**src/design/time_pkg.sv**
```systemverilog
package time_pkg;

    ////////////////////////////////////////////////////////////
    // time values, all in milliseconds
    ////////////////////////////////////////////////////////////

    localparam int time_w = 22;                // enough for 59:59.999

    typedef logic [time_w-1:0] ms_t;

    localparam ms_t ms_per_sec = ms_t'(1000);
    localparam ms_t ms_per_min = ms_t'(60000);

    // 59 min 59.999 s, the count and the preset both stop here
    localparam ms_t time_limit = ms_t'(3599999);

endpackage

```
**src/design/panel_pkg.sv**
```systemverilog
package panel_pkg;

    ////////////////////////////////////////////////////////////
    // operating mode, decoded from the p and u switches
    ////////////////////////////////////////////////////////////

    typedef enum logic [1:0] {
        mode_program = 2'd0,   // p high
        mode_up      = 2'd1,   // p low, u high
        mode_down    = 2'd2    // p low, u low
    } mode_t;

    ////////////////////////////////////////////////////////////
    // command pulses between the blocks
    ////////////////////////////////////////////////////////////

    // panel control to preset store, one-cycle pulses
    typedef struct packed {
        logic add_min;   // inc with min high
        logic add_sec;   // inc with min low
        logic clear;     // rst in program mode
    } prog_cmd_t;

    // panel control to time counter
    typedef struct packed {
        logic load;      // copy the preset into t
        logic clear;     // force t to zero
        logic tick;      // one millisecond step
        logic down;      // step direction, level
    } count_cmd_t;

endpackage

```
**src/design/panel_control.sv**
```systemverilog
`timescale 1ns/1ps

module panel_control #(
    parameter int unsigned ticks_per_ms = 100000
) (
    input  logic                  clk,
    input  logic                  arst_n,
    input  logic                  p,
    input  logic                  u,
    input  logic                  min,
    input  logic                  s,
    input  logic                  rst,
    input  logic                  inc,
    output panel_pkg::prog_cmd_t  prog_cmd,
    output panel_pkg::count_cmd_t count_cmd
);

    localparam int cnt_w = (ticks_per_ms > 1) ? $clog2(ticks_per_ms) : 1;
    localparam logic [cnt_w-1:0] cnt_last = cnt_w'(ticks_per_ms - 1);

    logic s_q;
    logic rst_q;
    logic inc_q;
    logic s_rise;
    logic rst_rise;
    logic inc_rise;

    panel_pkg::mode_t mode_now;
    panel_pkg::mode_t mode_q;
    logic             mode_chg;
    logic             in_prog;
    logic             in_up;
    logic             in_down;

    logic             run_q;
    logic             run_next;
    logic [cnt_w-1:0] pre_cnt;
    logic             tick;

    ////////////////////////////////////////////////////////////
    // button edges
    ////////////////////////////////////////////////////////////

    always_ff @(posedge clk or negedge arst_n) begin
        if (!arst_n) begin
            s_q   <= 1'b0;
            rst_q <= 1'b0;
            inc_q <= 1'b0;
        end else begin
            s_q   <= s;
            rst_q <= rst;
            inc_q <= inc;
        end
    end

    assign s_rise   = s & ~s_q;
    assign rst_rise = rst & ~rst_q;
    assign inc_rise = inc & ~inc_q;

    ////////////////////////////////////////////////////////////
    // mode and run state
    ////////////////////////////////////////////////////////////

    // p wins over u
    assign mode_now = p ? panel_pkg::mode_program
                        : (u ? panel_pkg::mode_up : panel_pkg::mode_down);

    assign mode_chg = (mode_now != mode_q);
    assign in_prog  = (mode_now == panel_pkg::mode_program);
    assign in_up    = (mode_now == panel_pkg::mode_up);
    assign in_down  = (mode_now == panel_pkg::mode_down);

    always_comb begin
        run_next = run_q;
        if (mode_chg || rst_rise || in_prog) begin
            run_next = 1'b0;             // any mode change or rst stops the watch
        end else if (s_rise) begin
            run_next = ~run_q;
        end
    end

    always_ff @(posedge clk or negedge arst_n) begin
        if (!arst_n) begin
            mode_q <= panel_pkg::mode_up;   // so entering down mode loads the preset
            run_q  <= 1'b0;
        end else begin
            mode_q <= mode_now;
            run_q  <= run_next;
        end
    end

    ////////////////////////////////////////////////////////////
    // millisecond prescaler
    ////////////////////////////////////////////////////////////

    assign tick = run_q && (pre_cnt == cnt_last);

    always_ff @(posedge clk or negedge arst_n) begin
        if (!arst_n) begin
            pre_cnt <= '0;
        end else if (!run_q || tick) begin
            pre_cnt <= '0;                  // held at zero while stopped
        end else begin
            pre_cnt <= pre_cnt + 1'b1;
        end
    end

    ////////////////////////////////////////////////////////////
    // commands
    ////////////////////////////////////////////////////////////

    always_comb begin
        prog_cmd.add_min = in_prog && inc_rise && min;
        prog_cmd.add_sec = in_prog && inc_rise && !min;
        prog_cmd.clear   = in_prog && rst_rise;

        // t follows the preset all through program mode
        count_cmd.load  = in_prog || (in_down && (mode_chg || rst_rise));
        count_cmd.clear = in_up && (rst_rise || mode_chg);
        count_cmd.tick  = tick;
        count_cmd.down  = (mode_q == panel_pkg::mode_down);
    end

endmodule

```
**src/design/preset_store.sv**
```systemverilog
`timescale 1ns/1ps

module preset_store (
    input  logic                 clk,
    input  logic                 arst_n,
    input  panel_pkg::prog_cmd_t prog_cmd,
    output time_pkg::ms_t        preset
);

    time_pkg::ms_t             step;
    logic [time_pkg::time_w:0] sum;     // one spare bit for the carry
    time_pkg::ms_t             preset_next;

    assign step = prog_cmd.add_min ? time_pkg::ms_per_min : time_pkg::ms_per_sec;
    assign sum  = {1'b0, preset} + {1'b0, step};

    always_comb begin
        preset_next = preset;
        if (prog_cmd.clear) begin
            preset_next = '0;
        end else if (prog_cmd.add_min || prog_cmd.add_sec) begin
            if (sum > {1'b0, time_pkg::time_limit}) begin
                preset_next = time_pkg::time_limit;    // saturate at 59:59.999
            end else begin
                preset_next = sum[time_pkg::time_w-1:0];
            end
        end
    end

    // kept across mode changes
    always_ff @(posedge clk or negedge arst_n) begin
        if (!arst_n) begin
            preset <= '0;
        end else begin
            preset <= preset_next;
        end
    end

endmodule

```
**src/design/time_counter.sv**
```systemverilog
`timescale 1ns/1ps

module time_counter (
    input  logic                  clk,
    input  logic                  arst_n,
    input  panel_pkg::count_cmd_t count_cmd,
    input  time_pkg::ms_t         preset,
    output time_pkg::ms_t         t,
    output logic                  zero
);

    time_pkg::ms_t t_next;
    logic          at_zero;
    logic          at_limit;

    assign at_zero  = (t == '0);
    assign at_limit = (t >= time_pkg::time_limit);

    ////////////////////////////////////////////////////////////
    // next displayed time
    ////////////////////////////////////////////////////////////

    always_comb begin
        t_next = t;
        if (count_cmd.clear) begin
            t_next = '0;
        end else if (count_cmd.load) begin
            t_next = preset;
        end else if (count_cmd.tick) begin
            if (count_cmd.down) begin
                if (!at_zero) begin
                    t_next = t - 1'b1;              // stops at zero
                end
            end else if (!at_limit) begin
                t_next = t + 1'b1;
            end
        end
    end

    ////////////////////////////////////////////////////////////
    // time and zero flag, updated together
    ////////////////////////////////////////////////////////////

    always_ff @(posedge clk or negedge arst_n) begin
        if (!arst_n) begin
            t    <= '0;
            zero <= 1'b1;
        end else begin
            t    <= t_next;
            zero <= (t_next == '0);   // from next value, no extra cycle
        end
    end

endmodule

```
**src/design/stopwatch_top.sv**
```systemverilog
`timescale 1ns/1ps

module stopwatch_top #(
    parameter int unsigned ticks_per_ms = 100000
) (
    input  logic          clk,
    input  logic          arst_n,
    input  logic          p,      // program switch
    input  logic          u,      // up/down switch
    input  logic          min,    // minute/second step select
    input  logic          s,      // start/stop button
    input  logic          rst,
    input  logic          inc,
    output time_pkg::ms_t t,
    output logic          zero
);

    panel_pkg::prog_cmd_t  prog_cmd;
    panel_pkg::count_cmd_t count_cmd;
    time_pkg::ms_t         preset;

    ////////////////////////////////////////////////////////////
    // buttons and switches to commands
    ////////////////////////////////////////////////////////////

    panel_control #(
        .ticks_per_ms (ticks_per_ms)
    ) panel_control0 (
        .clk       (clk),
        .arst_n    (arst_n),
        .p         (p),
        .u         (u),
        .min       (min),
        .s         (s),
        .rst       (rst),
        .inc       (inc),
        .prog_cmd  (prog_cmd),
        .count_cmd (count_cmd)
    );

    // programmed limit
    preset_store preset_store0 (
        .clk      (clk),
        .arst_n   (arst_n),
        .prog_cmd (prog_cmd),
        .preset   (preset)
    );

    // displayed time
    time_counter time_counter0 (
        .clk       (clk),
        .arst_n    (arst_n),
        .count_cmd (count_cmd),
        .preset    (preset),
        .t         (t),
        .zero      (zero)
    );

endmodule

```
**config.mk**
```make
export PLATFORM = sky130hd
export DESIGN_NAME = stopwatch_top
export DESIGN_NICKNAME = d
export VERILOG_FILES = /design/src/design/time_pkg.sv /design/src/design/panel_pkg.sv /design/src/design/panel_control.sv /design/src/design/preset_store.sv /design/src/design/time_counter.sv /design/src/design/stopwatch_top.sv
export SDC_FILE = /design/constraint.sdc
export NUM_CORES = 1
export LEC_CHECK = 0
export ABC_CLOCK_PERIOD_IN_PS = 3400
export BUFFER_PORTS_ARGS = -buffer_cell sky130_fd_sc_hd__buf_2
export CELL_PAD_IN_SITES_DETAIL_PLACEMENT = 0
export CELL_PAD_IN_SITES_GLOBAL_PLACEMENT = 2
export CORE_MARGIN = 5
export CORE_UTILIZATION = 34
export DETAILED_ROUTE_END_ITERATION = 16
export HOLD_SLACK_MARGIN = 0.06
export PLACE_DENSITY = 0.74
export SYNTH_ARGS = -nofsm -noshare
export SYNTH_HDL_FRONTEND = slang
export SYNTH_HIERARCHICAL = 1
export SYNTH_SLANG_ARGS = --single-unit
```
**constraint.sdc**
```tcl
create_clock -name clk -period 3.4 [get_ports clk]
set_clock_uncertainty 0.1 [all_clocks]
set_input_delay 0.51 -clock clk [delete_from_list [all_inputs] [get_ports clk]]
set_output_delay 0.51 -clock clk [all_outputs]
set_load 0.1 [all_outputs]
```
== Word-level counts from Yosys, hierarchy flattened ==
Index checks and enable logic that the tools add are counted.

* Output and inout port bits: 23
* Flip-flop bits (word level): 68
* Word-level logic and storage cells: 61

* Add/subtract/negate cells: 4
* Equal/unequal tests: 5
* Bitwise operators: 7
* Multiplexer cells: 15
* $lt $le $gt $ge: 2
* Reductions and logical operators: 19

{| class="wikitable"
|+ Operator list
! operator !! number
|-
| 22-bit 2-to-1 mux || 9
|-
| 22-bit logical NOT || 2
|-
| 22-bit by 22-bit adder with 23-bit output || 1
|-
| 23-bit by 22-bit > comparator with 1-bit output, second input constant || 1
|-
| 22-bit by 1-bit adder with 22-bit output, second input constant || 1
|-
| 22-bit greater-or-equal comparator, second input constant || 1
|-
| 22-bit by 1-bit subtractor with 22-bit output, second input constant || 1
|-
| 17-bit by 1-bit adder with 17-bit output, second input constant || 1
|-
| 17-bit equality test, second input constant || 1
|-
| 17-bit 2-to-1 mux || 1
|-
| 16-bit 2-to-1 mux || 1
|-
| 1-bit logical AND || 7
|-
| 1-bit logical OR || 5
|-
| 2-bit equality test, second input constant || 2
|-
| 2-bit 2-to-1 mux || 2
|-
| 1-bit inverter || 4
|-
| 2-bit nonzero test || 2
|-
| 1-bit bitwise AND || 3
|-
| 2-bit by 1-bit equality test with 1-bit output, second input constant || 1
|-
| 1-bit logical NOT || 2
|-
| 2-bit logical NOT || 1
|-
| 1-bit 2-to-1 mux || 2
|-
| 2-bit inequality test || 1
|}

== Longest topological paths before layout ==
* Depth after elaboration: 11
* Gate-level depth with buffers: 14
* Gate-level depth less buffers: 13

== Cells and area by module ==
Netlist, hierarchy kept.

{| class="wikitable"
|+ Modules (own cells, without submodules)
! module !! instances !! cells an instance !! area an instance (um^2)
|-
| time_counter || 1 || 291 || 2235.9
|-
| preset_store || 1 || 214 || 1735.4
|-
| panel_control || 1 || 109 || 1168.6
|}

== Least setup slack after synthesis ==
No wires, ideal clock.

* Kind: reg-to-reg
* Start: reg time_counter0.t[1]
* End: reg time_counter0.zero
* Path buffers: 2
* Cell stages (with the launch flop): 13
* Arrival time: 3.859 ns
* Path slack: -0.649 ns
* Required time: 3.210 ns
* Setup time: 0.090 ns
* Path through: dfrtp_1 inv_1 ha_1 or4b_1 clkbuf_1 or3_1 buf_2 o2111ai_2 a2111oi_1 a211o_1 or3_1 or4_1 nor4_2

* Word-level cells in the longest chain between the ends: 7
* Elaborated cells between the ends (all ways): 11

{| class="wikitable"
|+ RTL lines
! element !! RTL line !! RTL
|-
| from (decl) || time_counter.sv:8 || <nowiki>output time_pkg::ms_t t,</nowiki>
|-
| from (signal assigned) || time_counter.sv:49 || <nowiki>t <= t_next;</nowiki>
|-
| 22-bit by 1-bit adder with 22-bit output, or another cell as far along || time_counter.sv:35 || <nowiki>t_next = t + 1'b1;</nowiki>
|-
| 22-bit 2-to-1 mux, on equally long branches || time_counter.sv:34, time_counter.sv:31 ||
|-
| 22-bit 2-to-1 mux (*) || time_counter.sv:30 || <nowiki>if (count_cmd.down) begin</nowiki>
|-
| 22-bit 2-to-1 mux (*) || time_counter.sv:29 || <nowiki>end else if (count_cmd.tick) begin</nowiki>
|-
| 22-bit 2-to-1 mux (*) || time_counter.sv:27 || <nowiki>end else if (count_cmd.load) begin</nowiki>
|-
| 22-bit 2-to-1 mux (*) || time_counter.sv:25 || <nowiki>if (count_cmd.clear) begin</nowiki>
|-
| net time_counter0.t_next[17] || time_counter.sv:12 || <nowiki>time_pkg::ms_t t_next;</nowiki>
|-
| 22-bit logical NOT (*) || time_counter.sv:50 || <nowiki>zero <= (t_next == '0);</nowiki>
|-
| to (signal assigned) || time_counter.sv:50 ||
|-
| to (decl) || time_counter.sv:9 || <nowiki>output logic zero</nowiki>
|}

The timed path passes the listed nets; every way through them passes the cells marked *.
A chain may end at the register's enable or synchronous reset.

==> impl_metrics.toml <==
[cts]
cts_buffer_depth = 2
cts.clk_slew.worst_paths_ps = 60
cts-root-buf = "clkbuf_16"
clkSinkCount = 66
cts-buffers-inserted = 9
h-tree-depth = 3
cts_tree = "yes"
clock_latency_ps = 330

[worst_setup_path]
worst_path_max_delay_cell = "or4_4"
cp_max_fo = 4
crit_chain = "ha_2, and4_4, nand4_1, buf_4, nor2_4, buf_4, nand2_4, buf_6, nor2_1, o2111ai_2, and3_1, a211o_1, or3_4, or4_4, nor4_4"
worstPathArrival_ps = 3730
worstSetupPathType = "register to register"
crit_path_end_kind = "register"
regToRegSetupSlack_ps = -190
worstPathRequired_ps = 3540
crit_path_start_kind = "register"
max_stage_delay_ps = 440
crit_path_frequent_cell = "buf_4"

[logic_synthesis]
synth_top_area_share_pct = 31.2
synth-seq-cells = 66
async_flop_share_pct = 100
syn_inst = 614
yosysMostFrequentCell = "nor2_1"
ys_seq_area_share_pct = 32.2
syn_nets = 633
yosysWarningCount = 6
synth_area_leaders = "dfrtp_1, nor2_1, xnor2_1, nand2_1, nand3_1"
synth-edff-count = 0
post_synth.cell_area_avg_sq_um = 8.37
synth_area_leader_cell = "dfrtp_1"
netlist-cell-type-count = 86
synth_area_sq_um = 5140
synth_common_cells = "nor2_1, dfrtp_1, nand2_1"
synth_flop_cell = "dfrtp_1"

[timing]
final-setup-viol-count = 16
setup_ws_ps = -191
maxSlewViolCount = 0
finalSetupTns_ps = -1110
max_freq_ghz = 0.278
timing.final.crit_share_pct = 106
rsz0062_at_grt = "yes"
max-slew-margin-rel_pct = 47.2
timing.final.crit_period_ps = 3590
hold_viol = 0
hold_slack_ps = 163
worst_pin_slew_ps = 792

[detailed_routing]
drtIter0Drc = 488
wl_per_cell_um = 19.4
route.detailed.drc = 0
drt.antenna.violating_nets = 0
wl_mm = 19.3
drt_first_pass_iters = 5
vias_per_cell = 5.93
vias = 5896

[grt]
antenna_found_initial = 0
grt_max_degree = 34
grtUsageTotal_pct = 21.5
grt_remaining_overflow = 0
first_global_vias = 5788
grt_pass1_wl_mm = 30.6

[placed_design]
dp.cells = 960
placed_cell_area_sq_um = 6740
dp_hpwl_mm = 14.8
numPortBuffers = 30
place_congestion = 0.921

[status]
violations = "setup timing"
status = "finished, violations left"

[floorplan]
fp.dieW_um = 133
core_area_sq_um = 15000
initial_utilization_pct = 34.2
die_h_um = 133
die_area_sq_um = 17700
num_rows = 45
pin_count = 31

[min_path]
hp-class = "primary input to asynchronous set/reset pin"

[layout]
fin_cells = 995
num_antenna_cells = 0
nets = 821
syn_to_final_growth_pct = 50.2
utilization_pct = 51.4
finalInstanceArea_sq_um = 7720
drive_above_1_share_pct = 44.0

[power_and_ir_drop]
p_leak_uw = 0.00321
irDropWorstVdd_mv = 0.241
power.density_nw_per_um2 = 509

[run]
maxCapViolations = 0
==> per-stage QoR <==
stage	total power [uW]	worst slack (ps)
floorplan	2070	-238
detailed placement	2800	-484
global placement	2790	-499
CTS	3880	-177
finish	3930	-191
global route	4130	-330
==> registers in the layout, indices dropped and copies added, names as in the netlist <==
register,flops
panel_control0/inc_q,1
panel_control0/mode_q,2
panel_control0/pre_cnt,17
panel_control0/rst_q,1
panel_control0/run_q,1
panel_control0/s_q,1
preset_store0/preset,20
time_counter0/t,22
time_counter0/zero,1
==> critical path, delay by kind of cell, from the launching register on <==
family	cells	cell delay, ps
adders and majority gates	1	190
buffers and inverters	3	490
DFF	1	350
and+or+nand+nor	9	1950
AOI/OAI and AO/OA	2	410
==> final cells by class <==
| type | instances | area (sq um) |
|---|---|---|
| well taps | 188 | 235 |
| multi-input cells | 489 | 3830 |
| fillers | 1370 | 7310 |
| clock inverters | 3 | 40.0 |
| inverters | 23 | 96.3 |
| repair buffers | 213 | 1590 |
| clock buffers | 13 | 250 |
| flip-flops and latches | 66 | 1680 |
==> power breakdown <==
| part | internal [uW] | switching [uW] | leakage [uW] | total [uW] |
|---|---|---|---|---|
| Clock | 586 | 325 | 0.000144 | 911 |
| Sequential | 886 | 167 | 0.000849 | 1050 |
| Combinational | 820 | 1150 | 0.00222 | 1970 |
| Total | 2290 | 1640 | 0.00321 | 3930 |
==> worst paths after layout <==
path / end / cells past startpoint / start
min in group clk: panel_control0/rst_q / 1 / rst
min: panel_control0/pre_cnt[16] / 1 / arst_n
min reg2reg: panel_control0/run_q / 3 / panel_control0/s_q
max reg2reg: time_counter0/zero / 15 / panel_control0/pre_cnt[1]
max in group asynchronous: panel_control0/mode_q[0] / 2 / arst_n
max: time_counter0/zero / 15 / panel_control0/pre_cnt[1]
==> cells by family (layout without fill, tap and decap cells) <==
group,after synthesis,after routing,share of synthesized area [%]
flip-flops,66,66,32.2
XOR/XNOR,29,29,4.94
buffers and inverters,59,252,5.06
AO/OA/AOI/OAI,149,149,21.2
multiplexers,3,3,0.584
AND/OR/NAND/NOR,297,297,33.4
adder cells (fa/ha/maj),11,11,2.68
==> cell usage in the layout (no fill, tap or decap), drive strengths merged, types with 17 or more instances in the layout <==
cell type    n
a21oi       24
and3        17
buf        213
dfrtp       64
inv         21
nand2       42
nand3       32
nand4       24
nor2        67
nor3        25
nor4        22
o21ai       30
xnor2       19
==> metal layers <==
layer	vias to the layer above	global-route usage (%)	wire length [um]
met1	2912	27.5	8340
met2	202	35.4	9310
met5	-	0	0
li1	2731	-	-
met4	0	10.2	823
met3	51	3.23	877
==> what timing repair did <==
| item | 4_1_cts | 5_1_grt |
|---|---|---|
| hold buffers | 0 | 0 |
| pin swaps | 28 | 23 |
| gates cloned | 0 | 0 |
| setup endpoints to repair | 21 | 21 |
| endpoints found under the hold margin | 0 | 0 |
| setup buffers | 13 | 7 |
| resized for setup | 80 | 32 |
(Power assumes the default switching activity.)
